===== config.mk =====
export PLATFORM = sky130hd
export DESIGN_NAME = mb_read_ctrl
export DESIGN_NICKNAME = d
export VERILOG_FILES = /design/src/design/cmprs_cfg_pkg.sv /design/src/design/cmprs_data_pkg.sv /design/src/design/mb_read_ctrl.sv
export SDC_FILE = /design/constraint.sdc
export NUM_CORES = 1
export LEC_CHECK = 0
export ABC_CLOCK_PERIOD_IN_PS = 4200
export BUFFER_PORTS_ARGS = -buffer_cell sky130_fd_sc_hd__buf_2
export CAP_MARGIN = 30
export CELL_PAD_IN_SITES_DETAIL_PLACEMENT = 0
export CELL_PAD_IN_SITES_GLOBAL_PLACEMENT = 1
export CORE_UTILIZATION = 43
export DETAILED_ROUTE_END_ITERATION = 8
export PLACE_DENSITY = 0.83
export SLEW_MARGIN = 40
export SYNTH_ARGS = -nofsm -noshare
export SYNTH_HDL_FRONTEND = slang
export SYNTH_SLANG_ARGS = --single-unit

===== constraint.sdc =====
create_clock -name xclk -period 4.2 [get_ports xclk]
set_clock_uncertainty 0.1 [all_clocks]
set_input_delay 0.84 -clock xclk [delete_from_list [all_inputs] [get_ports xclk]]
set_output_delay 0.84 -clock xclk [all_outputs]
set_load 0.03 [all_outputs]

===== src/design/cmprs_cfg_pkg.sv =====
package cmprs_cfg_pkg;

    localparam int BLOCKS_COLOR = 6; // y0..y3, cb, cr; mono keeps the chroma slots
    localparam int BLOCKS_JP4   = 4; // jp4 macroblock is four raw tiles

    // compressor modes, decoded once per macroblock
    typedef enum logic [1:0] {
        mode_color = 2'd0, // 4:2:0 ycbcr
        mode_mono  = 2'd1, // luma only, chroma goes out as zero
        mode_jp4   = 2'd2  // four tiles, no chroma
    } cmprs_mode_t;

    typedef struct packed {
        cmprs_mode_t mode;        // how the macroblock is read back
        logic        subtract_dc; // store block averages, zeros otherwise
        logic        first_mb;    // first macroblock of the frame
        logic        last_mb;     // last macroblock of the frame
    } mb_cfg_t;

endpackage


===== src/design/cmprs_data_pkg.sv =====
package cmprs_data_pkg;

    localparam int SAMPLE_W   = 9;  // signed color converter output
    localparam int OUT_W      = 10; // sample minus average needs one more bit
    localparam int BLOCK_PIX  = 64; // 8x8
    localparam int BLOCK_LOG2 = 6;  // divide by 64
    localparam int SUM_W      = 15; // 64 x 9 bit signed samples

    typedef logic signed [SAMPLE_W-1:0] sample_t;

    typedef logic [7:0] y_addr_t; // [7:6] luma block, [5:0] pixel
    typedef logic [6:0] c_addr_t; // [6] cr/cb, [5:0] pixel
    typedef logic [2:0] tile_t;   // 0..3 luma, 4 cb, 5 cr

    typedef struct packed {
        logic signed [OUT_W-1:0] data; // sample with dc removed
        sample_t                 avr;  // average that was subtracted
        logic                    dv;   // 64 cycles per block
        logic                    ds;   // first pixel of a block
        tile_t                   tn;
        logic                    first;
        logic                    last;
    } pix_out_t;

    // marks produced by the read controller, one cycle after the address
    typedef struct packed {
        logic  dv;
        logic  ds;
        tile_t tn;
        logic  first;
        logic  last;
        logic  chroma_zero; // mono mode, blank tiles 4 and 5
        logic  subtract;    // subtract_dc of the macroblock being read
    } rd_mark_t;

endpackage


===== src/design/mb_read_ctrl.sv =====
`timescale 1ns/1ps

module mb_read_ctrl import cmprs_cfg_pkg::*, cmprs_data_pkg::*; (
    input  logic                                 xclk,
    input  logic                                 rst,
    input  logic                                 mb_start,
    input  mb_cfg_t                              mb_cfg,
    input  logic                                 avg_ready,   // averages of next page stored
    output logic                                 wr_page,
    output logic                                 rd_page,
    output logic [$bits(tile_t)+BLOCK_LOG2-1:0]  rd_addr,     // {tile, pixel}
    output logic                                 rd_en,       // readout in progress
    output logic                                 y_sel,       // reading a luma tile
    output logic                                 wr_subtract,
    output logic [$bits(tile_t):0]               avg_ra,      // {page, tile}
    output rd_mark_t                             mark         // aligned with buffer data
);

    typedef enum logic {
        st_idle,
        st_read
    } rd_state_t;

    rd_state_t             state;
    mb_cfg_t               cfg_pg [2]; // settings of the macroblock held in each page
    mb_cfg_t               rd_cfg;
    logic [1:0]            pending;    // page written, readout not finished
    logic [1:0]            ready;      // page averages stored
    logic                  fill_page;  // page whose averages complete next
    logic                  rd_next;    // page to read next, pages alternate
    tile_t                 tile;
    logic [BLOCK_LOG2-1:0] pix;
    tile_t                 last_tile;
    logic                  blk_end;
    logic                  start;

    assign rd_cfg      = cfg_pg[rd_page];
    assign last_tile   = (rd_cfg.mode == mode_jp4) ? tile_t'(BLOCKS_JP4 - 1)
                                                   : tile_t'(BLOCKS_COLOR - 1);
    assign blk_end     = (pix == BLOCK_LOG2'(BLOCK_PIX - 1));
    assign start       = (state == st_idle) && ready[rd_next] && pending[rd_next];
    assign rd_en       = (state == st_read);
    assign y_sel       = rd_en && !tile[2]; // tiles 0..3
    assign rd_addr     = {tile, pix};
    assign avg_ra      = {rd_page, tile};
    assign wr_subtract = cfg_pg[wr_page].subtract_dc;

    always_ff @(posedge xclk) begin
        if (rst) begin
            state     <= st_idle;
            wr_page   <= 1'b1; // first mb_start flips to page 0
            rd_page   <= 1'b0;
            rd_next   <= 1'b0;
            fill_page <= 1'b0;
            pending   <= '0;
            ready     <= '0;
            tile      <= '0;
            pix       <= '0;
            cfg_pg[0] <= '0;
            cfg_pg[1] <= '0;
        end else begin
            case (state)
                st_idle: begin
                    if (start) begin
                        state          <= st_read;
                        rd_page        <= rd_next;
                        rd_next        <= ~rd_next;
                        ready[rd_next] <= 1'b0;
                        tile           <= '0;
                        pix            <= '0;
                    end
                end
                st_read: begin
                    pix <= pix + 1'b1;
                    if (blk_end) begin
                        if (tile == last_tile) begin
                            state            <= st_idle;
                            pending[rd_page] <= 1'b0; // page free for the writer
                        end else begin
                            tile <= tile + 1'b1;
                        end
                    end
                end
                default: state <= st_idle;
            endcase
            // writer side after the case, a page may be refilled on its last read cycle
            if (mb_start) begin
                wr_page           <= ~wr_page;
                pending[~wr_page] <= 1'b1;
                cfg_pg[~wr_page]  <= mb_cfg;
            end
            if (avg_ready) begin // macroblocks complete in write order
                ready[fill_page] <= 1'b1;
                fill_page        <= ~fill_page;
            end
        end
    end

    // marks delayed one cycle to match the registered buffer read
    always_ff @(posedge xclk) begin
        if (rst) begin
            mark <= '0;
        end else begin
            mark.dv          <= rd_en;
            mark.ds          <= rd_en && (pix == '0);
            mark.tn          <= tile;
            mark.first       <= rd_en && rd_cfg.first_mb;
            mark.last        <= rd_en && rd_cfg.last_mb;
            mark.chroma_zero <= (rd_cfg.mode == mode_mono);
            mark.subtract    <= rd_cfg.subtract_dc;
        end
    end

endmodule


==> metrics.cfg <==
[outcome]
status=finished, violations left
violations=design-rule violations

[floorplan]
boundaryPins=36
design.die.area_mm2=0.004060
die_h_um=63.72
dieWidth_um=63.72
initial_utilization_pct=44.74
rows=22
core_area_mm2=0.003661

[clocking]
cts_made_buffers=5
clock_latency_ns=0.29
clock_path_buffers=2
cts_hold_buf=0
postCtsSetupBuffers=0
root_buffer=clkbuf_8
cts.sinks=39
cts_resized=0
htreeDepth=2
clk_pin_slew_ns=0.08
tritoncts=done

[timing]
setup_viol=0
post-route-period-util_pct=52.01
final_max_slew_viol_count=0
rsz0062_at_grt=false
report.final.hold_viol_count=0
fmax_ghz=0.4578
min_period_ns=2.184
tightest_slew_ns=0.4067
maxSlewHeadroom_pct=72.68
timing.hold.ws_ns=0.3877
fin_setup_tns_ns=0

[finish]
antenna_cells=0
drive_gt1_share_pct=26.29
post-route-util_pct=52.70
instances_no_fill=242
seq_area_um2=880.8
fill_cells=355
nets=205
multi_input_area_um2=663.1
area.growth.synth_to_final_pct=17.80

[grt]
antenna_found_initial=0
track_usage_pct=16.26
grt_max_degree=20
grt_pass1_wl_mm=5.071
first_global_vias=1144
overflow=0

[worst_setup_path]
crit_required_ns=3.26
critPathLaunchType=flop
path_max_fanout=14
cp-end-kind=primary output
reg2reg_depth=5
path_class=flop to primary output
crit_arrival_ns=1.24

[detailed_routing]
avgRoutedWirePerCell_um=12.34
finalWirelength_mm=2.987
ant_nets=0
first_pass_iters=6
vias=1205
viasPerCell=4.979
initialDrtViolationCount=35
drcViolationCount=1

[power_and_ir_drop]
p_leak_nw=0.8566
powerDensity_mw_per_mm2=416.7
vdd_drop_max_uv=221.5
finalPower_uw=803.9

[yosys]
synth_cell_types=38
synth_flop_cell=dfxtp_1
synth-edff-count=10
synth_async_sr_flop_share_pct=0
seq_area_frac_synth_pct=53.78
synth-seq-cells=39
yosys_warnings=0
syn-cell-area_mm2=0.001638
syn_nets=172
synth_area_per_cell_um2=10.24
synthCells=160

[hold_path]
whs_path_depth=2
worstHoldPathType=flop to flop

[place]
placed_cells=234
portBuffers=35
hpwl_mm=2.198
place_congestion=0.7627

[job]
cap_violations=0

[path summary, 6_finish.rpt]
| check | startpoint | to | slack (ns) |
|---|---|---|---|
| max | rd_en | y_sel | 2.02 |
| min | cfg_pg[0][1] | mark[3] | 0.39 |
| max reg2reg | pix[0] | tile[2] | 2.46 |
| min reg2reg | cfg_pg[0][1] | mark[3] | 0.39 |
[where the power goes]
group / switching, mW / total [mW] / internal [mW]
combinational: 0.0447 / 0.0724 / 0.0277
sequential: 0.0145 / 0.420 / 0.405
clock: 0.135 / 0.312 / 0.177
[critical path, stage by stage (launching register included)]
cell and delay (ns):
dfxtp_1 0.57, nor2b_1 0.19, buf_2 0.20
[logic make-up after synthesis]
| logic type | count (synthesis) | share of synthesized area [%] |
|---|---|---|
| simple gates | 71 | 24.45 |
| buf+inv | 19 | 5.730 |
| xor+xnor | 2 | 1.070 |
| compound gates | 19 | 8.327 |
| fa+ha+maj | 3 | 2.292 |
| flops | 39 | 53.78 |
| mux | 7 | 4.355 |
[stage by stage]
stage	setup WS, ns	instance area (um^2)
after global placement	1.974	1817
after global routing	1.942	1929
after CTS	2.006	1929
after detailed placement	1.916	1817
after floorplan	1.945	1638
final	2.016	1929
[routing by layer]
layer  share of wire (%)  wire length (um)  global-route usage [%]  vias to the layer above
met4                 2.1                63                   7.670                        0
met2                  49              1465                   26.99                       30
met5                   0                 0                       0                        -
li1                    -                 -                       -                      615
met1                  44              1327                   19.89                      553
met3                 4.4               131                   3.442                        7
[sequential cells by signal, indices dropped and copies added, names as in the netlist, named ones only]
signal / flops
cfg_pg: 10
fill_page: 1
mark: 9
pending: 2
pix: 6
rd_en: 1
rd_next: 1
rd_page: 1
ready: 2
tile: 3
wr_page: 1
[cell usage after synthesis, drive strengths merged (2+ instances only)]
cell / number / area share (%)
edfxtp: 10 / 18
nand2b: 2 / 0.76
a22oi: 2 / 0.92
mux2i: 6 / 3.7
nand3: 9 / 2.7
clkbuf: 3 / 0.69
nor2b: 4 / 1.5
and2: 10 / 3.8
a21oi: 9 / 2.7
nor4: 2 / 1.1
inv: 10 / 2.3
and3: 7 / 3.0
nand3b: 3 / 1.4
dfxtp: 29 / 35
xnor2: 2 / 1.1
nand2: 10 / 2.3
ha: 3 / 2.3
nor2: 13 / 3.0
a311oi: 2 / 1.1
and3b: 2 / 1.1
buf: 6 / 2.7
or2: 2 / 0.76
nor3: 3 / 0.92
[placed cells by master, fill, tap and decap left out, drive strengths merged, types with 2 or more instances in the layout]
cell / count
nor4: 2
a311oi: 2
nand3: 9
clkbuf: 5
nor2b: 4
dfxtp: 29
edfxtp: 10
or2: 2
buf: 35
nand3b: 3
clkinv: 2
ha: 3
nand2: 10
nor2: 13
nand2b: 2
xnor2: 2
and2: 10
and3: 7
a22oi: 2
and3b: 2
a21oi: 9
inv: 10
nor3: 3
mux2i: 6
[final cells by class]
| type | instances | area share [%] |
|---|---|---|
| clock buffer | 5 | 3.567 |
| clock inverter | 3 | 2.270 |
| inverter | 10 | 1.946 |
| multi-input combinational | 102 | 34.37 |
| sequential | 39 | 45.66 |
| tap | 48 | 3.113 |
| timing repair buffer | 35 | 9.079 |
Power figures use the tool's default switching activity.
