`src/design/cmprs_cfg_pkg.sv`:
```
package cmprs_cfg_pkg;

    localparam int BLOCKS_COLOR = 6; // y0..y3, cb, cr; mono keeps the chroma slots
    localparam int BLOCKS_JP4   = 4; // jp4 macroblock is four raw tiles

    // compressor modes, decoded once per macroblock
    typedef enum logic [1:0] {
        mode_color = 2'd0, // 4:2:0 ycbcr
        mode_mono  = 2'd1, // luma only, chroma goes out as zero
        mode_jp4   = 2'd2  // four tiles, no chroma
    } cmprs_mode_t;

    typedef struct packed {
        cmprs_mode_t mode;        // how the macroblock is read back
        logic        subtract_dc; // store block averages, zeros otherwise
        logic        first_mb;    // first macroblock of the frame
        logic        last_mb;     // last macroblock of the frame
    } mb_cfg_t;

endpackage

```
`src/design/cmprs_data_pkg.sv`:
```
package cmprs_data_pkg;

    localparam int SAMPLE_W   = 9;  // signed color converter output
    localparam int OUT_W      = 10; // sample minus average needs one more bit
    localparam int BLOCK_PIX  = 64; // 8x8
    localparam int BLOCK_LOG2 = 6;  // divide by 64
    localparam int SUM_W      = 15; // 64 x 9 bit signed samples

    typedef logic signed [SAMPLE_W-1:0] sample_t;

    typedef logic [7:0] y_addr_t; // [7:6] luma block, [5:0] pixel
    typedef logic [6:0] c_addr_t; // [6] cr/cb, [5:0] pixel
    typedef logic [2:0] tile_t;   // 0..3 luma, 4 cb, 5 cr

    typedef struct packed {
        logic signed [OUT_W-1:0] data; // sample with dc removed
        sample_t                 avr;  // average that was subtracted
        logic                    dv;   // 64 cycles per block
        logic                    ds;   // first pixel of a block
        tile_t                   tn;
        logic                    first;
        logic                    last;
    } pix_out_t;

    // marks produced by the read controller, one cycle after the address
    typedef struct packed {
        logic  dv;
        logic  ds;
        tile_t tn;
        logic  first;
        logic  last;
        logic  chroma_zero; // mono mode, blank tiles 4 and 5
        logic  subtract;    // subtract_dc of the macroblock being read
    } rd_mark_t;

endpackage

```
`src/design/block_accum.sv`:
```
`timescale 1ns/1ps

module block_accum import cmprs_cfg_pkg::*, cmprs_data_pkg::*; (
    input  logic                   xclk,
    input  logic                   rst,
    input  logic                   ywe,
    input  y_addr_t                y_addr,
    input  sample_t                y_sample,
    input  logic                   cwe,
    input  c_addr_t                c_addr,
    input  sample_t                c_sample,
    input  logic                   wr_page,     // page the strobed sample goes to
    input  logic                   wr_subtract, // subtract_dc of that page
    input  logic                   mb_start,
    input  mb_cfg_t                mb_cfg,      // valid with mb_start
    input  logic [$bits(tile_t):0] avg_ra,      // {page, tile}
    output logic                   avg_ready,   // one pulse per macroblock
    output sample_t                avg_rd       // one cycle after avg_ra
);

    sample_t                  y_smp;     // registered samples, in step with acc_en
    sample_t                  c_smp;
    logic [BLOCKS_COLOR-1:0]  acc_en;    // one-hot block of the registered sample
    logic [BLOCKS_COLOR-1:0]  acc_first; // next sample of the block restarts the sum
    logic [BLOCKS_COLOR-1:0]  last_smp;  // this sample is the 64th
    logic [BLOCKS_COLOR-1:0]  done_p;    // sum complete, average written this cycle
    logic [1:0]               page_d;    // wr_page at acc_en, then at done_p
    logic [1:0]               sub_d;     // wr_subtract, same alignment
    logic signed [SUM_W-1:0]  acc [BLOCKS_COLOR];
    logic [BLOCK_LOG2-1:0]    cnt [BLOCKS_COLOR];
    logic [BLOCKS_COLOR-1:0]  blk_done [2]; // per page
    logic [1:0]               four_pg;      // page holds a jp4 macroblock
    logic [BLOCKS_COLOR-1:0]  need;         // blocks the done page must complete
    logic [BLOCKS_COLOR-1:0]  done_all;
    sample_t                  avg_mem [2][BLOCKS_COLOR];

    always_ff @(posedge xclk) begin
        if (ywe) begin
            y_smp <= y_sample;
        end
        if (cwe) begin
            c_smp <= c_sample;
        end
        page_d <= {page_d[0], wr_page};
        sub_d  <= {sub_d[0], wr_subtract};
    end

    always_ff @(posedge xclk) begin
        if (rst) begin
            acc_en <= '0;
        end else begin
            for (int i = 0; i < BLOCKS_JP4; i++) begin
                acc_en[i] <= ywe && (y_addr[7:6] == 2'(i)); // luma block from addr msbs
            end
            acc_en[4] <= cwe && !c_addr[6]; // cb
            acc_en[5] <= cwe && c_addr[6];  // cr
        end
    end

    always_comb begin
        for (int i = 0; i < BLOCKS_COLOR; i++) begin
            last_smp[i] = acc_en[i] && !acc_first[i] && (cnt[i] == BLOCK_LOG2'(BLOCK_PIX - 1));
        end
    end

    // running sums, restarted by the first sample after mb_start
    always_ff @(posedge xclk) begin
        for (int i = 0; i < BLOCKS_COLOR; i++) begin
            if (acc_en[i]) begin
                acc[i] <= (acc_first[i] ? '0 : acc[i])
                          + SUM_W'((i < BLOCKS_JP4) ? y_smp : c_smp);
            end
        end
    end

    always_ff @(posedge xclk) begin
        if (rst) begin
            acc_first <= '1;
            done_p    <= '0;
            for (int i = 0; i < BLOCKS_COLOR; i++) begin
                cnt[i] <= '0;
            end
        end else begin
            acc_first <= mb_start ? '1 : (acc_first & ~acc_en); // mb_start wins
            done_p    <= last_smp;
            for (int i = 0; i < BLOCKS_COLOR; i++) begin
                if (acc_en[i]) begin
                    cnt[i] <= acc_first[i] ? BLOCK_LOG2'(1) : cnt[i] + 1'b1;
                end
            end
        end
    end

    always_comb begin
        need     = four_pg[page_d[1]] ? BLOCKS_COLOR'(2**BLOCKS_JP4 - 1) : '1;
        done_all = blk_done[page_d[1]] | done_p;
    end

    always_ff @(posedge xclk) begin
        if (rst) begin
            blk_done[0] <= '0;
            blk_done[1] <= '0;
            four_pg     <= '0;
            avg_ready   <= 1'b0;
        end else begin
            if (|done_p) begin
                blk_done[page_d[1]] <= done_all;
            end
            if (mb_start) begin // new macroblock goes to the other page
                blk_done[~wr_page] <= '0;
                four_pg[~wr_page]  <= (mb_cfg.mode == mode_jp4);
            end
            avg_ready <= |(done_p & need) && ((done_all & need) == need); // last needed block
        end
    end

    // truncated average, 3 cycles after the 64th strobe
    always_ff @(posedge xclk) begin
        for (int i = 0; i < BLOCKS_COLOR; i++) begin
            if (done_p[i]) begin
                avg_mem[page_d[1]][i] <= sub_d[1] ? sample_t'(acc[i] >>> BLOCK_LOG2) : '0;
            end
        end
        avg_rd <= avg_mem[avg_ra[$bits(tile_t)]][avg_ra[$bits(tile_t)-1:0]];
    end

endmodule

```
`config.mk`:
```
export PLATFORM = sky130hd
export DESIGN_NAME = block_accum
export DESIGN_NICKNAME = d
export VERILOG_FILES = /design/src/design/cmprs_cfg_pkg.sv /design/src/design/cmprs_data_pkg.sv /design/src/design/block_accum.sv
export SDC_FILE = /design/constraint.sdc
export NUM_CORES = 1
export LEC_CHECK = 0
export BUFFER_PORTS_ARGS = -buffer_cell sky130_fd_sc_hd__buf_2
export CAP_MARGIN = 20
export CORE_ASPECT_RATIO = 1.25
export CORE_MARGIN = 8
export CORE_UTILIZATION = 70
export CTS_BUF_LIST = sky130_fd_sc_hd__clkbuf_2 sky130_fd_sc_hd__clkbuf_4 sky130_fd_sc_hd__clkbuf_8
export CTS_CLUSTER_SIZE = 14
export DETAILED_ROUTE_END_ITERATION = 10
export PLACE_DENSITY = 0.95
export RECOVER_POWER = 25
export SYNTH_ARGS = -nofsm -noshare
export SYNTH_HDL_FRONTEND = slang
export SYNTH_SLANG_ARGS = --single-unit
```
`constraint.sdc`:
```
create_clock -name xclk -period 7.8 [get_ports xclk]
set_input_delay 2.34 -clock xclk [delete_from_list [all_inputs] [get_ports xclk]]
set_output_delay 2.34 -clock xclk [all_outputs]
set_load 0.03 [all_outputs]
```
==> out/results.txt <==
setup tns final: 0 ns
GRT Resource Usage Total: 0.254
htree depth: 2
endpoints failing hold: 0
Top FF cell, synth: edfxtp_1
Core Box Area: 22100 um^2
first-pass GRT wire length: 55400 um
I/O pins: 59
Max Root-Sink Buffers: 3
Root Buffer: clkbuf_8
ant diodes: 0
CP max stage delay: 0.68 ns
Int Pwr: 2.62 mW
Worst-path clk slew: 0.06 ns
# resized after CTS: 0
TritonCTS Buffers: 45
status: complete, but fails checks
number of post-CTS setup repair buffers: 0
Final Total Pwr: 3.43 mW
Reg area: 8490 um^2
pre-CTS WS: 3.60 ns
Hold WS: 0.328 ns
multi-input logic area: 6830 um^2
commonest cells after routing, fill and taps aside: edfxtp_1, nor2b_1, ha_1
Port Buffers: 43
Power Dens Cells: 201 nW/um^2
syn_nets: 1440
CP cell instances: buf_2 > mux4_2 > mux2i_1 > o22ai_1
Netlist cell types: 62
Die Ht: 183 um
Nets: 1500
TritonCTS clock tree: done
Worst Hold Class: reg -> reg
Final setup violation count: 0
via density per instance: 6.40
Ys Warns: 0
clk_lat worst skew: 0.56 ns
crit start category: input pin
clock power share: 0.391
Area growth, synth to finish: 8.92%
required time of the worst setup path: 8.24 ns
Rows: 61
Final Wtd Congestion: 0.873
Initial Util: 0.708
DRT Wirelength: 34200 um
register share of total power: 0.527
static leakage: 6.54 nW
Psw: 808 uW
Worst-Margin Slew: 2.12 ns
RSZ-0062 raised after global routing: false
Arr. time, crit path: 4.04 ns
antenna violations before repair: 0
VDD IR-drop max: 155 uV
Final Worst Setup Slack: 4.19 ns
Seq cells post-synth: 298
Cells after Synth: 1295
Max Cap Viol: 1
headroom to the max-slew limit: -0.413
syn avg cell area: 12.1 um^2
critical path's slowest cell: buf_2
sequential share of the synthesized area: 0.543
Residual DRC: 0
most common cell after layout, fill and taps aside: edfxtp_1
worst-path fanout max: 27
failing checks: max-capacitance violations, max-slew violations
Post-synth EDFFs: 252
largest net degree at the start of global routing: 55
Pre-Repair DR Iteration Count: 8
crit path capture type: flip-flop
die span in x: 150 um
fmax: 277 MHz
final setup skew: 0.0194 ns
vias in the first global route: 10861
1st-iter DRT viols: 1092
fill count: 1211
final period utilization: 0.462
Tmin final: 3.61 ns
total congestion overflow: 0
CTS Sinks: 298
Final Max Slew Viols: 55
post-route ant nets: 0
crit path kind: in -> reg
HPWL Detailed: 22700 um
mapped cell area: 15600 um^2
sw frac: 0.236
via count: 10713
share of cells above drive strength 1: 0.125
Logic pwr share: 0.082
ys async rst share: 0
drt wl/cell: 20.4 um
hold_buf cts: 0
Die ar.: 27400 um^2
==> final timing paths <==
| path | end | startpoint | slack [ns] | cells past startpoint |
|---|---|---|---|---|
| max | avg_rd[0]$_DFF_P_ | avg_ra[3] | 4.19 | 4 |
| min | page_d[1]$_DFF_P_ | page_d[0]$_DFF_P_ | 0.33 | 0 |
| max reg2reg | acc[1][12]$_DFFE_PP_ | acc_first[1]$_SDFF_PP1_ | 4.77 | 8 |
| min reg2reg | page_d[1]$_DFF_P_ | page_d[0]$_DFF_P_ | 0.33 | 0 |
==> critical path, delay by kind of cell <==
kind / cells / cell delay [ns]
compound gates: 1 / 0.12
buf+inv: 1 / 0.68
mux: 2 / 0.90
==> area by class of cell <==
type                            instances  share of cell area
Tap cell                              283              0.0208
Inverter                               45             0.00993
Multi-Input combinational cell        920               0.401
Clock inverter                         12             0.00515
Timing Repair Buffer                   45              0.0133
Clock buffer                           71              0.0508
Sequential cell                       298               0.499
==> per-stage QoR <==
step	util	cell area, um^2	cells
global route	0.772	17000	1674
CTS	0.772	17000	1674
finish	0.772	17000	1674
floorplan	-	15600	1295
detailed placement	0.729	16100	1591
global placement	0.729	16100	1591
==> power groups by stage <==
stage	logic, mW	registers [mW]	clock network, mW
floorplan	0.199	1.83	0
global route	0.307	1.81	1.41
global placement	0.253	1.84	0
detailed placement	0.271	1.84	0
finish	0.280	1.81	1.34
CTS	0.277	1.81	1.34
==> cells in the mapped netlist, types with 23 or more instances <==
cell type / count / share of area
nand3_1: 46 / 0.015
a21o_1: 23 / 0.011
and2_1: 74 / 0.030
nand2_1: 56 / 0.013
nor2b_1: 104 / 0.042
xor2_1: 40 / 0.022
inv_1: 44 / 0.011
a21oi_1: 73 / 0.023
dfxtp_1: 46 / 0.059
o21ai_0: 25 / 0.0080
xnor2_1: 48 / 0.027
edfxtp_1: 252 / 0.48
mux4_2: 27 / 0.039
nor2_1: 82 / 0.020
ha_1: 90 / 0.072
==> metal layers <==
metal  part of all wire  global-route usage
met5                  0                   0
met2               0.52               0.447
met3              0.067              0.0417
met1               0.37               0.300
met4              0.037               0.110
==> registers in the layout, summed over array words and instances, names as in the netlist <==
name       count
avg_mem      108
acc           90
cnt           36
blk_done      12
avg_rd         9
c_smp          9
y_smp          9
acc_en         6
acc_first      6
done_p         6
four_pg        2
page_d         2
sub_d          2
avg_ready      1
==> logic make-up after synthesis <==
group / count (synthesis) / share of synthesized area
buf+inv: 77 / 0.0197
compound gates: 240 / 0.103
flops: 298 / 0.543
fa+ha+maj: 96 / 0.0798
xor+xnor: 88 / 0.0493
simple gates: 455 / 0.157
mux: 41 / 0.0479
Note: power is estimated with default switching activity, not from simulation.
