`config.mk`:
```
export PLATFORM = sky130hd
export DESIGN_NAME = dc_subtract
export DESIGN_NICKNAME = d
export VERILOG_FILES = /design/src/design/cmprs_data_pkg.sv /design/src/design/dc_subtract.sv
export SDC_FILE = /design/constraint.sdc
export NUM_CORES = 1
export LEC_CHECK = 0
export ABC_CLOCK_PERIOD_IN_PS = 4700
export BUFFER_PORTS_ARGS = -buffer_cell sky130_fd_sc_hd__buf_2
export CORE_UTILIZATION = 30
export CTS_CLUSTER_DIAMETER = 200
export CTS_CLUSTER_SIZE = 20
export DETAILED_ROUTE_END_ITERATION = 8
export GPL_ROUTABILITY_DRIVEN = 0
export PLACE_DENSITY = 0.58
export SYNTH_ARGS = -nofsm -noshare
export SYNTH_HDL_FRONTEND = slang
export SYNTH_SLANG_ARGS = --single-unit
```
`constraint.sdc`:
```
create_clock -name xclk -period 4.7 [get_ports xclk]
set_input_delay 0.94 -clock xclk [delete_from_list [all_inputs] [get_ports xclk]]
set_output_delay 0.94 -clock xclk [all_outputs]
set_load 0.05 [all_outputs]
```
`src/design/cmprs_data_pkg.sv`:
```
package cmprs_data_pkg;

    localparam int SAMPLE_W   = 9;  // signed color converter output
    localparam int OUT_W      = 10; // sample minus average needs one more bit
    localparam int BLOCK_PIX  = 64; // 8x8
    localparam int BLOCK_LOG2 = 6;  // divide by 64
    localparam int SUM_W      = 15; // 64 x 9 bit signed samples

    typedef logic signed [SAMPLE_W-1:0] sample_t;

    typedef logic [7:0] y_addr_t; // [7:6] luma block, [5:0] pixel
    typedef logic [6:0] c_addr_t; // [6] cr/cb, [5:0] pixel
    typedef logic [2:0] tile_t;   // 0..3 luma, 4 cb, 5 cr

    typedef struct packed {
        logic signed [OUT_W-1:0] data; // sample with dc removed
        sample_t                 avr;  // average that was subtracted
        logic                    dv;   // 64 cycles per block
        logic                    ds;   // first pixel of a block
        tile_t                   tn;
        logic                    first;
        logic                    last;
    } pix_out_t;

    // marks produced by the read controller, one cycle after the address
    typedef struct packed {
        logic  dv;
        logic  ds;
        tile_t tn;
        logic  first;
        logic  last;
        logic  chroma_zero; // mono mode, blank tiles 4 and 5
        logic  subtract;    // subtract_dc of the macroblock being read
    } rd_mark_t;

endpackage

```
`src/design/dc_subtract.sv`:
```
`timescale 1ns/1ps

module dc_subtract import cmprs_data_pkg::*; (
    input  logic     xclk,
    input  logic     rst,
    input  sample_t  y_data,  // luma buffer output
    input  sample_t  c_data,  // chroma buffer output
    input  sample_t  avg_rd,  // block average, same cycle as the data
    input  rd_mark_t mark,
    output pix_out_t pix_out  // 3 cycles after the read address
);

    sample_t                 smp_q;  // selected sample
    sample_t                 avg_q;  // average, zero when subtraction is off
    rd_mark_t                mark_q;
    logic signed [OUT_W-1:0] diff;

    always_ff @(posedge xclk) begin
        smp_q <= mark.tn[2] ? c_data : y_data; // tiles 4,5 come from chroma
        avg_q <= mark.subtract ? avg_rd : '0;
    end

    always_ff @(posedge xclk) begin
        if (rst) begin
            mark_q <= '0;
        end else begin
            mark_q <= mark;
        end
    end

    always_comb begin
        diff = OUT_W'(smp_q) - OUT_W'(avg_q); // both sign extended
        if (mark_q.chroma_zero && mark_q.tn[2]) begin
            diff = '0; // mono, no random colors
        end
    end

    always_ff @(posedge xclk) begin
        pix_out.data <= diff;
        pix_out.avr  <= avg_q;
        pix_out.tn   <= mark_q.tn;
        if (rst) begin
            pix_out.dv    <= 1'b0;
            pix_out.ds    <= 1'b0;
            pix_out.first <= 1'b0;
            pix_out.last  <= 1'b0;
        end else begin
            pix_out.dv    <= mark_q.dv;
            pix_out.ds    <= mark_q.ds;
            pix_out.first <= mark_q.first;
            pix_out.last  <= mark_q.last;
        end
    end

endmodule

```
==> metrics.md, run 1 <==
| Metric | Value |
|---|---|
| Hold path startpoint | mark_q[4]$_SDFF_PP0_ |
| Relative slew slack | 80.2% |
| Static Leakage | 1.07 nW |
| Clock skew | 0.00878 ns |
| Post-Syn Instances | 160 |
| Critical Path RT | 4.90 ns |
| Vias after detailed routing | 1,256 |
| Crit start category | flip-flop |
| Worst Hold End | pix_out[2]$_DFF_P_ |
| PwrDens | 426 nW/um^2 |
| TNS Setup | 0 ns |
| Syn. warnings | 0 |
| Synth area leader | dfxtp_1 |
| Setup CP Type | flip-flop to flip-flop |
| Worst r2r src | smp_q[0]$_DFF_P_ |
| Layout Nets | 275 |
| Core footprint | 5640 um^2 |
| Flop2flop setup slack | 2.81 ns |
| Switching Fraction | 32.1% |
| Final hold violation count | 0 |
| CTS Buffer Depth | 2 |
| Setup bufs post-CTS | 0 |
| Ys async rst share | 0% |
| Slew @ Worst Pin | 0.295 ns |
| Largest net degree at the start of global routing | 19 |
| DP HPWL | 2540 um |
| CP Capture Type | flip-flop |
| Drt via density | 4.19 |
| DRT Pass-1 Iters | 4 |
| Top cells by count, synth | dfxtp_1 (52), nor2b_1 (13), inv_1 (12) |
| Final period utilization | 40.2% |
| Post-CTS resize count | 0 |
| Clock Latency Late Sink | 0.30 ns |
| Worst path arrival time | 2.09 ns |
| Ys flop type | dfxtp_1 |
| CTS Hold Bufs | 0 |
| Clk network pwr share | 26.5% |
| Worst hold margin | 0.337 ns |
| Routed WL | 3350 um |
| Distinct cells, synth | 31 |
| Setup ws final | 2.81 ns |
| Syn nets | 208 |
| Tot GR Track Use | 11.2% |
| Area growth from synthesis to layout | 27.0% |
| Layout cells sized above 1 | 36.8% |
| TritonCTS clock tree | built |
| Fill cells | 577 |
| Switching power | 0.000314 W |
| Placed Area | 2200 um^2 |
| Place WS | 2.81 ns |
| Grt total ovfl | 0 |
| Yosys reg bits | 52 |
| Die width | 79.6 um |
| Post-route ant nets | 0 |
| Clock Pin Slew Worst Setup and Hold Paths | 0.10 ns |
| Seq/Total Area, Yosys | 57.7% |
| Comb power frac | 23.4% |
| Clock sinks | 52 |
| I/O Buffers | 63 |
| First-pass GRT wire length | 5260 um |
| P_int | 0.000662 W |
| Initial antenna violation count | 0 |
| Post-Synthesis Cell Area | 1810 um^2 |
| Hold path depth | 0 |
| Sequential Area | 1040 um^2 |
| Row cnt | 27 |
| Drc violations | 0 |
| Sequential share of power | 50.2% |
| Worst r2r path cells | 8 |
| Antenna cells | 0 |
| Synthesized area per cell | 11.3 um^2 |
| Initial detailed-routing violation count | 47 |
| Max-cap violations | 0 |
| Design area | 2290 um^2 |
| Peak fanout along the critical path | 3 |
| Fmax | 0.529 GHz |
| RSZ-0062 raised after global routing | no |
| End of the worst register-to-register path | pix_out[22]$_SDFF_PP0_ |
| Initial Utilization | 32.0% |
| Hold Path Class | flip-flop to flip-flop |
| Die H | 79.6 um |
| Max VDD drop | 0.000179 V |
| Status | finished, final reports clean |
| Vias in the first global route | 1,139 |
| EDFF count, synth | 0 |
| Routed len/inst | 11.2 um |
| CTS H-tree depth | 2 |
| Area of the multi-input gates | 708 um^2 |
| Setup Viol. Count Final | 0 |
| Most common cell in the netlist | dfxtp_1 |
| Ports | 64 |
| Synth top area share | 57.7% |
| Dominant cells by area after synthesis | dfxtp_1 (58%), ha_1 (6.2%), mux2_2 (5.6%) |
| Root Driver | clkbuf_8 |
| DIE AREA | 6330 um^2 |
| Slew Viols, Final | 0 |
| Cts bufs inserted | 5 |
| Final Critical Period | 1.89 ns |
-- critical path, cell delays in order, from the launching register on --
cell and delay (ns):
dfxtp_1 0.31, inv_1 0.04, ha_1 0.15, inv_1 0.06, fa_1 0.43, a211oi_2 0.28
o21bai_1 0.12, mux2i_1 0.14, a2111oi_2 0.26
-- per-stage QoR --
stage | instances | util (%) | power, W
3_3_place_gp | 292 | 39.0 | 0.000729
3_5_place_dp | 292 | 39.0 | 0.000730
6_report | 300 | 40.7 | 0.000976
5_1_grt | 300 | 40.7 | 0.00103
2_1_floorplan | 160 | - | 0.000672
4_1_cts | 300 | 40.7 | 0.000992
-- power groups by stage --
stage,combinational (W),clock [W],sequential [W]
finish,0.000228,0.000258,0.000490
global route,0.000246,0.000291,0.000494
detailed placement,0.000229,0,0.000501
global placement,0.000228,0,0.000500
CTS,0.000231,0.000271,0.000491
floorplan,0.0000839,0,0.000588
-- metal layers --
| layer | up-vias | track usage (%) | share of wire (%) |
|---|---|---|---|
| li1 | 665 | - | - |
| met4 | 0 | 4.36 | 1.3 |
| met3 | 4 | 3.66 | 5.1 |
| met5 | - | 0 | 0 |
| met1 | 552 | 14.5 | 48 |
| met2 | 35 | 17.1 | 45 |
-- registers in the layout (all words and copies together) (netlist names) --
name / count
pix_out: 26
smp_q: 9
avg_q: 9
mark_q: 8
-- cell usage in the layout, fill, tap and decap left out, drive strengths merged, types with 2 or more instances in the layout --
master	synthesis	layout
buf	0	63
a211oi	2	2
mux2i	3	3
o21ai	6	6
and2	11	11
clkbuf	3	5
inv	12	14
nor3	3	3
nor2b	13	13
o21a	3	3
nand2	7	7
dfxtp	52	52
a21oi	5	5
nor2	7	7
o2111ai	2	2
ha	9	9
mux2	9	9
-- cells by family (layout without fill, tap and decap cells) --
kind of cell | after synthesis | after routing | share of synthesized area [%]
DFF | 52 | 52 | 57.7
and+or+nand+nor | 46 | 46 | 14.1
AOI/OAI and AO/OA | 24 | 24 | 10.0
buffers and inverters | 15 | 83 | 3.12
muxes | 12 | 12 | 7.28
adders and majority gates | 10 | 10 | 7.35
xor gates and xnor gates | 1 | 1 | 0.485
-- layout make-up --
class	instances	share of cell area (%)
clock buffers	5	3.00
repair buffers	63	13.7
flip-flops and latches	52	45.4
multi-input cells	93	30.9
clock inverters	3	1.09
inverters	12	1.96
well taps	72	3.93
-- worst max-delay path by stage --
stage,startpoint,to,cells past startpoint
after floorplan,smp_q[0]$_DFF_P_,pix_out[22]$_SDFF_PP0_,8
after detailed placement,smp_q[0]$_DFF_P_,pix_out[22]$_SDFF_PP0_,8
after global placement,smp_q[0]$_DFF_P_,pix_out[22]$_SDFF_PP0_,8
final,smp_q[0]$_DFF_P_,pix_out[22]$_SDFF_PP0_,8
after CTS,smp_q[0]$_DFF_P_,pix_out[22]$_SDFF_PP0_,8
after global routing,smp_q[0]$_DFF_P_,pix_out[22]$_SDFF_PP0_,8
(Power assumes the default switching activity.)
==> inputs of run 2 (changes only) <==
ABC_CLOCK_PERIOD_IN_PS = 1620   (was 4700)
PLACE_DENSITY = 0.6   (was 0.58)
clock period = 1.62 ns   (was 4.7 ns; I/O delays follow)
==> run 2 against run 1 <==
  * The run now ends with setup timing left
  * Clock skew fell by 0.0030 ns
  * Sequential power rose to 2.9 times the previous value
  * Fmax rose by 11%
  * Register-to-register slack got worse by 2.9 ns
  * Setup slack got worse by 2.9 ns
  * Global-route usage grew 0.79 points
  * First-iteration DRC count is 45% higher
  * Critical path depth did not move
  * Cell count rose by 2.0%
  * Non-clock buffer count up 6
  * Clock power grew to 2.8 times the previous value
  * Hold slack worse by 0.12 ns
  * Largest cell class unchanged
==> metrics.md, run 2 (synthesis results as in run 1) <==
| Metric | Value |
|---|---|
| DP Cell Count | 298 (was 292) |
| Drc violations | 0 (unchanged) |
| Drt via density | 4.27 (was 4.19) |
| Comb power frac | 24.5% (was 23.4%) |
| First-pass GRT wire length | 5610 um (was 5260 um) |
| Die width | 79.6 um (unchanged) |
| Switching power | 0.000895 W (was 0.000314 W) |
| Clk network pwr share | 25.4% (was 26.5%) |
| Cts bufs inserted | 5 (unchanged) |
| Vias after detailed routing | 1,308 (was 1,256) |
| Initial antenna violation count | 0 (unchanged) |
| Switching Fraction | 31.6% (was 32.1%) |
| Commonest non-fill, non-tap cell in the layout | buf_2 (unchanged) |
| Relative slew slack | 78.6% (was 80.2%) |
| Sequential share of power | 50.2% (about the same) |
| Antenna cells | 0 (unchanged) |
| Largest regs | pix_out (26), avg_q (9), smp_q (9) (unchanged) |
| Total power | 0.00283 W (was 0.000976 W) |
| Setup Viol. Count Final | 2 (was 0) |
| Clock sinks | 52 (unchanged) |
| Failing checks | setup timing |
| Row cnt | 27 (unchanged) |
| Setup CP Type | flip-flop to flip-flop (unchanged) |
| Tot GR Track Use | 12.0% (was 11.2%) |
| Clock Pin Slew Worst Setup and Hold Paths | 0.09 ns (was 0.10 ns) |
| Worst path max stage delay | 0.36 ns (was 0.43 ns) |
| P_int | 0.00193 W (was 0.000662 W) |
| Fmax | 0.588 GHz (was 0.529 GHz) |
| DRT Pass-1 Iters | 4 (unchanged) |
| Routed len/inst | 10.9 um (was 11.2 um) |
| DIE AREA | 6330 um^2 (unchanged) |
| Largest register by flop count | pix_out (unchanged) |
| Routed WL | 3340 um (was 3350 um) |
| Area growth from synthesis to layout | 30.2% (was 27.0%) |
| Final hold violation count | 0 (unchanged) |
| Hold Path Class | input port to flip-flop (was flip-flop to flip-flop) |
| CTS Hold Bufs | 0 (unchanged) |
| Crit start category | flip-flop (unchanged) |
| Buffers & Inverters on Critical Path | 2 (unchanged) |
| Worst hold margin | 0.219 ns (was 0.337 ns) |
| Status | complete, but fails checks (was finished, final reports clean) |
| Initial detailed-routing violation count | 68 (was 47) |
| CP cell instances | inv_1, ha_2, inv_2, fa_2, a211oi_2, o21ai_1, a21oi_2, mux2i_1 (was inv_1, ha_1, inv_1, fa_1, a211oi_2, o21bai_1, mux2i_1, a2111oi_2) |
| Critical path's top delay family | adder cells (was compound AO/OA/AOI/OAI gates) |
| Ports | 64 (unchanged) |
| CP Capture Type | flip-flop (unchanged) |
| TritonCTS clock tree | built (unchanged) |
| CTS H-tree depth | 2 (unchanged) |
| Root Driver | clkbuf_8 (unchanged) |
| Core footprint | 5640 um^2 (unchanged) |
| DP HPWL | 2570 um (was 2540 um) |
| Leading cell types in the layout, fill and taps excluded | buf_2 (63), dfxtp_1 (52), nor2b_1 (13) (unchanged) |
| Largest net degree at the start of global routing | 18 (was 19) |
| Setup ws final | -0.0797 ns (was 2.81 ns) |
| Post-route ant nets | 0 (unchanged) |
| Max-cap violations | 0 (unchanged) |
| Clock skew | 0.00576 ns (was 0.00878 ns) |
| Static Leakage | 1.09 nW (was 1.07 nW) |
| RSZ-0062 raised after global routing | yes (was no) |
| PwrDens | 1200 nW/um^2 (was 426 nW/um^2) |
| Vias in the first global route | 1,314 (was 1,139) |
| I/O Buffers | 63 (unchanged) |
| Slew @ Worst Pin | 0.320 ns (was 0.295 ns) |
| Slowest CP cell | fa_2 (was fa_1) |
| Final period utilization | 105% (was 40.2%) |
| Layout Nets | 281 (was 275) |
| Peak fanout along the critical path | 3 (unchanged) |
| Layout cells sized above 1 | 41.0% (was 36.8%) |
| Max reg flops | 26 (unchanged) |
| Initial Utilization | 32.0% (unchanged) |
| CTS Buffer Depth | 2 (unchanged) |
| Critical Path RT | 1.85 ns (was 4.90 ns) |
| Max VDD drop | 0.000491 V (was 0.000179 V) |
| Die H | 79.6 um (unchanged) |
| Fin cells | 306 (was 300) |
| Final Critical Period | 1.70 ns (was 1.89 ns) |
| Slew Viols, Final | 0 (unchanged) |
| Grt total ovfl | 0 (unchanged) |
| Worst path arrival time | 1.93 ns (was 2.09 ns) |
| Clock Latency Late Sink | 0.30 ns (about the same) |
[run 2: final cells by class]
cell class	instances	area [um^2]
fillers	555	3290
flip-flops and latches	52	1040
multi-input cells	93	724
repair buffers	69	360
well taps	72	90.1
clock buffers	5	68.8
inverters	12	45.0
clock inverters	3	21.3
[run 2: stage by stage]
| stage | setup TNS, ns | area [um^2] | setup WS [ns] | utilization [%] |
|---|---|---|---|---|
| floorplan | -0.0104 | 1810 | -0.0104 | - |
| global placement | -0.103 | 2250 | -0.0529 | 39.9 |
| detailed placement | -0.178 | 2250 | -0.0789 | 39.9 |
| CTS | -0.222 | 2340 | -0.122 | 41.6 |
| global route | -0.808 | 2350 | -0.242 | 41.7 |
| finish | -0.152 | 2350 | -0.0797 | 41.7 |
[run 2: path summary, 6_finish.rpt]
kind | from | to | slack [ns] | depth (start not counted)
worst max-delay path | smp_q[0]$_DFF_P_ | pix_out[24]$_SDFF_PP0_ | -0.08 | 8
worst min-delay path | avg_rd[7] | avg_q[7]$_SDFF_PN0_ | 0.22 | 2
worst max register to register | smp_q[0]$_DFF_P_ | pix_out[24]$_SDFF_PP0_ | -0.08 | 8
worst min register to register | mark_q[4]$_SDFF_PP0_ | pix_out[2]$_DFF_P_ | 0.33 | 0
[run 2: power groups by stage]
stage                     clock network (W)  logic (W)  registers [W]
after global placement                    0   0.000683        0.00145
after floorplan                           0   0.000245        0.00171
after detailed placement                  0   0.000686        0.00145
after CTS                          0.000760   0.000693        0.00142
after global routing               0.000809   0.000754        0.00143
final                              0.000717   0.000692        0.00142
[run 2: metal layers]
| metal | vias to the layer above | part of all wire, % | global-route usage [%] |
|---|---|---|---|
| met5 | - | 0 | 0 |
| met4 | 0 | 3.0 | 6.18 |
| met3 | 9 | 6.3 | 3.89 |
| met2 | 42 | 46 | 19.7 |
| met1 | 580 | 44 | 13.9 |
| li1 | 677 | - | - |
[run 2: what timing repair did]
action | 4_1_cts | 5_1_grt
endpoints found under the setup margin | 4 | 5
endpoints found under the hold margin | 0 | 0
pin swaps | 1 | 0
setup buffers | 0 | 0
resized for setup | 1 | 3
==> inputs of run 3 (changes only) <==
CORE_UTILIZATION = 43   (was 30)
PLACE_DENSITY = 0.78   (was 0.6)
==> run 3 against run 2 <==
  * The flow still finishes with violations (setup timing)
  * Setup slack worse by 0.033 ns
  * Core utilization is 18 points higher
  * First-iteration DRC count is 15% higher
  * Clock-buffer cell count stayed put
  * Critical path depth is 1 higher
  * Sequential power hardly changed
  * Critical path type unchanged
  * Largest cell class unchanged
  * Highest routed layer unchanged
==> metrics.md, run 3 (synthesis results as in run 1) <==
| Metric | Value |
|---|---|
| Status | complete, but fails checks (unchanged) |
| Failing checks | setup timing (unchanged) |
| Ports | 64 (unchanged) |
| Largest register by flop count | pix_out (unchanged) |
| Final Critical Period | 1.73 ns (was 1.70 ns) |
| Leading cell types in the layout, fill and taps excluded | buf_2 (63), dfxtp_1 (48), nor2b_1 (13) (was buf_2 (63), dfxtp_1 (52), nor2b_1 (13)) |
| Worst r2r src | smp_q[0]$_DFF_P_ (unchanged) |
| Cts bufs inserted | 5 (unchanged) |
| Clock sinks | 52 (unchanged) |
| Antenna cells | 0 (unchanged) |
| Final hold violation count | 0 (unchanged) |
| Grt total ovfl | 0 (unchanged) |
| Setup CP Type | flip-flop to flip-flop (unchanged) |
| Total power | 0.00301 W (was 0.00283 W) |
| CP Capture Type | flip-flop (unchanged) |
| Clock Pin Slew Worst Setup and Hold Paths | 0.09 ns (about the same) |
| Relative slew slack | 79.3% (was 78.6%) |
| Die width | 66.8 um (was 79.6 um) |
| DRT Pass-1 Iters | 4 (unchanged) |
| Vias in the first global route | 1,173 (was 1,314) |
| Max reg flops | 26 (unchanged) |
| Setup Viol. Count Final | 3 (was 2) |
| Critical Path RT | 1.82 ns (was 1.85 ns) |
| RSZ-0062 raised after global routing | yes (unchanged) |
| I/O Buffers | 63 (unchanged) |
| Slew Viols, Final | 0 (unchanged) |
| Vias after detailed routing | 1,324 (was 1,308) |
| Slew @ Worst Pin | 0.310 ns (was 0.320 ns) |
| Die H | 66.8 um (was 79.6 um) |
| Crit start category | flip-flop (unchanged) |
| DIE AREA | 4460 um^2 (was 6330 um^2) |
| Critical path's top delay family | adder cells (unchanged) |
| Routed len/inst | 12.0 um (was 10.9 um) |
| Top cell by count, worst path | inv_2 |
| Fmax | 0.577 GHz (was 0.588 GHz) |
| Root Driver | clkbuf_8 (unchanged) |
| Critical path origin | smp_q[0]$_DFF_P_ (unchanged) |
| Largest net degree at the start of global routing | 17 (was 18) |
| Drt via density | 4.65 (was 4.27) |
| Initial Utilization | 44.8% (was 32.0%) |
| Tot GR Track Use | 16.1% (was 12.0%) |
| Core footprint | 4030 um^2 (was 5640 um^2) |
| Drc violations | 0 (unchanged) |
| Worst path arrival time | 1.93 ns (about the same) |
| CP cell instances | inv_2, ha_4, inv_2, fa_2, buf_4, buf_6, a21o_1, a211oi_2, nor2_1 (was inv_1, ha_2, inv_2, fa_2, a211oi_2, o21ai_1, a21oi_2, mux2i_1) |
| Initial antenna violation count | 0 (unchanged) |
| Hold path startpoint | avg_rd[7] (unchanged) |
| Worst hold margin | 0.222 ns (was 0.219 ns) |
| Slowest CP cell | fa_2 (unchanged) |
| CTS Hold Bufs | 0 (unchanged) |
| CTS H-tree depth | 2 (unchanged) |
| Final period utilization | 107% (was 105%) |
| First-pass GRT wire length | 5180 um (was 5610 um) |
| Max-cap violations | 0 (unchanged) |
| Commonest non-fill, non-tap cell in the layout | buf_2 (unchanged) |
| Place WS | -0.0977 ns (was -0.0789 ns) |
| Setup ws final | -0.113 ns (was -0.0797 ns) |
| Post-route ant nets | 0 (unchanged) |
| Layout cells sized above 1 | 45.1% (was 41.0%) |
| DP HPWL | 2510 um (was 2570 um) |
| Area growth from synthesis to layout | 33.9% (was 30.2%) |
| Util after Layout | 60.0% (was 41.7%) |
| CTS Buffer Depth | 2 (unchanged) |
| Initial detailed-routing violation count | 78 (was 68) |
| Hold Path Class | input port to flip-flop (unchanged) |
| Largest regs | pix_out (26), avg_q (9), smp_q (9) (unchanged) |
| Layout Nets | 282 (was 281) |
| Clock skew | 0.00552 ns (was 0.00576 ns) |
| Max VDD drop | 0.000754 V (was 0.000491 V) |
| Routed WL | 3430 um (was 3340 um) |
| Buffers & Inverters on Critical Path | 4 (was 2) |
| Clock Latency Late Sink | 0.30 ns (about the same) |
| TritonCTS clock tree | built (unchanged) |
| Worst path max stage delay | 0.38 ns (was 0.36 ns) |
| PwrDens | 1250 nW/um^2 (was 1200 nW/um^2) |
| Peak fanout along the critical path | 2 (was 3) |
| Row cnt | 23 (was 27) |
| Static Leakage | 1.13 nW (was 1.09 nW) |
run 3: cell count changes in the layout (fill, tap and decap cells not counted), sizes merged:
cell	change
bufinv	+1
inv	-1
buf	+1
run 3: metal layers:
metal / wire (um) / GRT usage, % / up-vias
met5: 0 / 0 / -
met3: 140 / 5.82 / 8
met4: 103 / 7.45 / 0
met1: 1490 / 18.6 / 598
li1: - / - / 680
met2: 1690 / 26.1 / 38
run 3: layout make-up:
| class | instances | area, um^2 |
|---|---|---|
| Tap cell | 50 | 62.6 |
| Inverter | 12 | 45.0 |
| Multi-Input combinational cell | 93 | 781 |
| Clock inverter | 3 | 42.5 |
| Sequential cell | 52 | 1050 |
| Fill cell | 342 | 1610 |
| Clock buffer | 5 | 68.8 |
| Timing Repair Buffer | 70 | 372 |
run 3: power breakdown:
group / switching (W) / total, W / internal, W
sequential: 0.0000319 / 0.00142 / 0.00139
clock: 0.000397 / 0.000853 / 0.000457
combinational: 0.000474 / 0.000735 / 0.000261
run 3: worst paths after layout:
path | endpoint | slack [ns] | cells after the start
worst max-delay path | pix_out[20]$_SDFF_PP0_ | -0.11 | 9
worst min-delay path | avg_q[7]$_SDFF_PN0_ | 0.22 | 2
worst max register to register | pix_out[20]$_SDFF_PP0_ | -0.11 | 9
worst min register to register | pix_out[3]$_DFF_P_ | 0.33 | 0
run 3: stage by stage:
| step | instance area [um^2] | setup TNS (ns) | cells |
|---|---|---|---|
| 6_report | 2420 | -0.309 | 285 |
| 3_5_place_dp | 2210 | -0.187 | 275 |
| 3_3_place_gp | 2210 | -0.0682 | 275 |
| 4_1_cts | 2330 | -0.218 | 283 |
| 2_1_floorplan | 1810 | -0.0104 | 160 |
| 5_1_grt | 2420 | -0.560 | 285 |
run 3: what timing repair did:
| action | 4_1_cts | 5_1_grt |
|---|---|---|
| pin swaps | 1 | 3 |
| cloned | 0 | 0 |
| endpoints found under the setup margin | 3 | 5 |
| setup buffers | 0 | 2 |
| resized for setup | 2 | 16 |
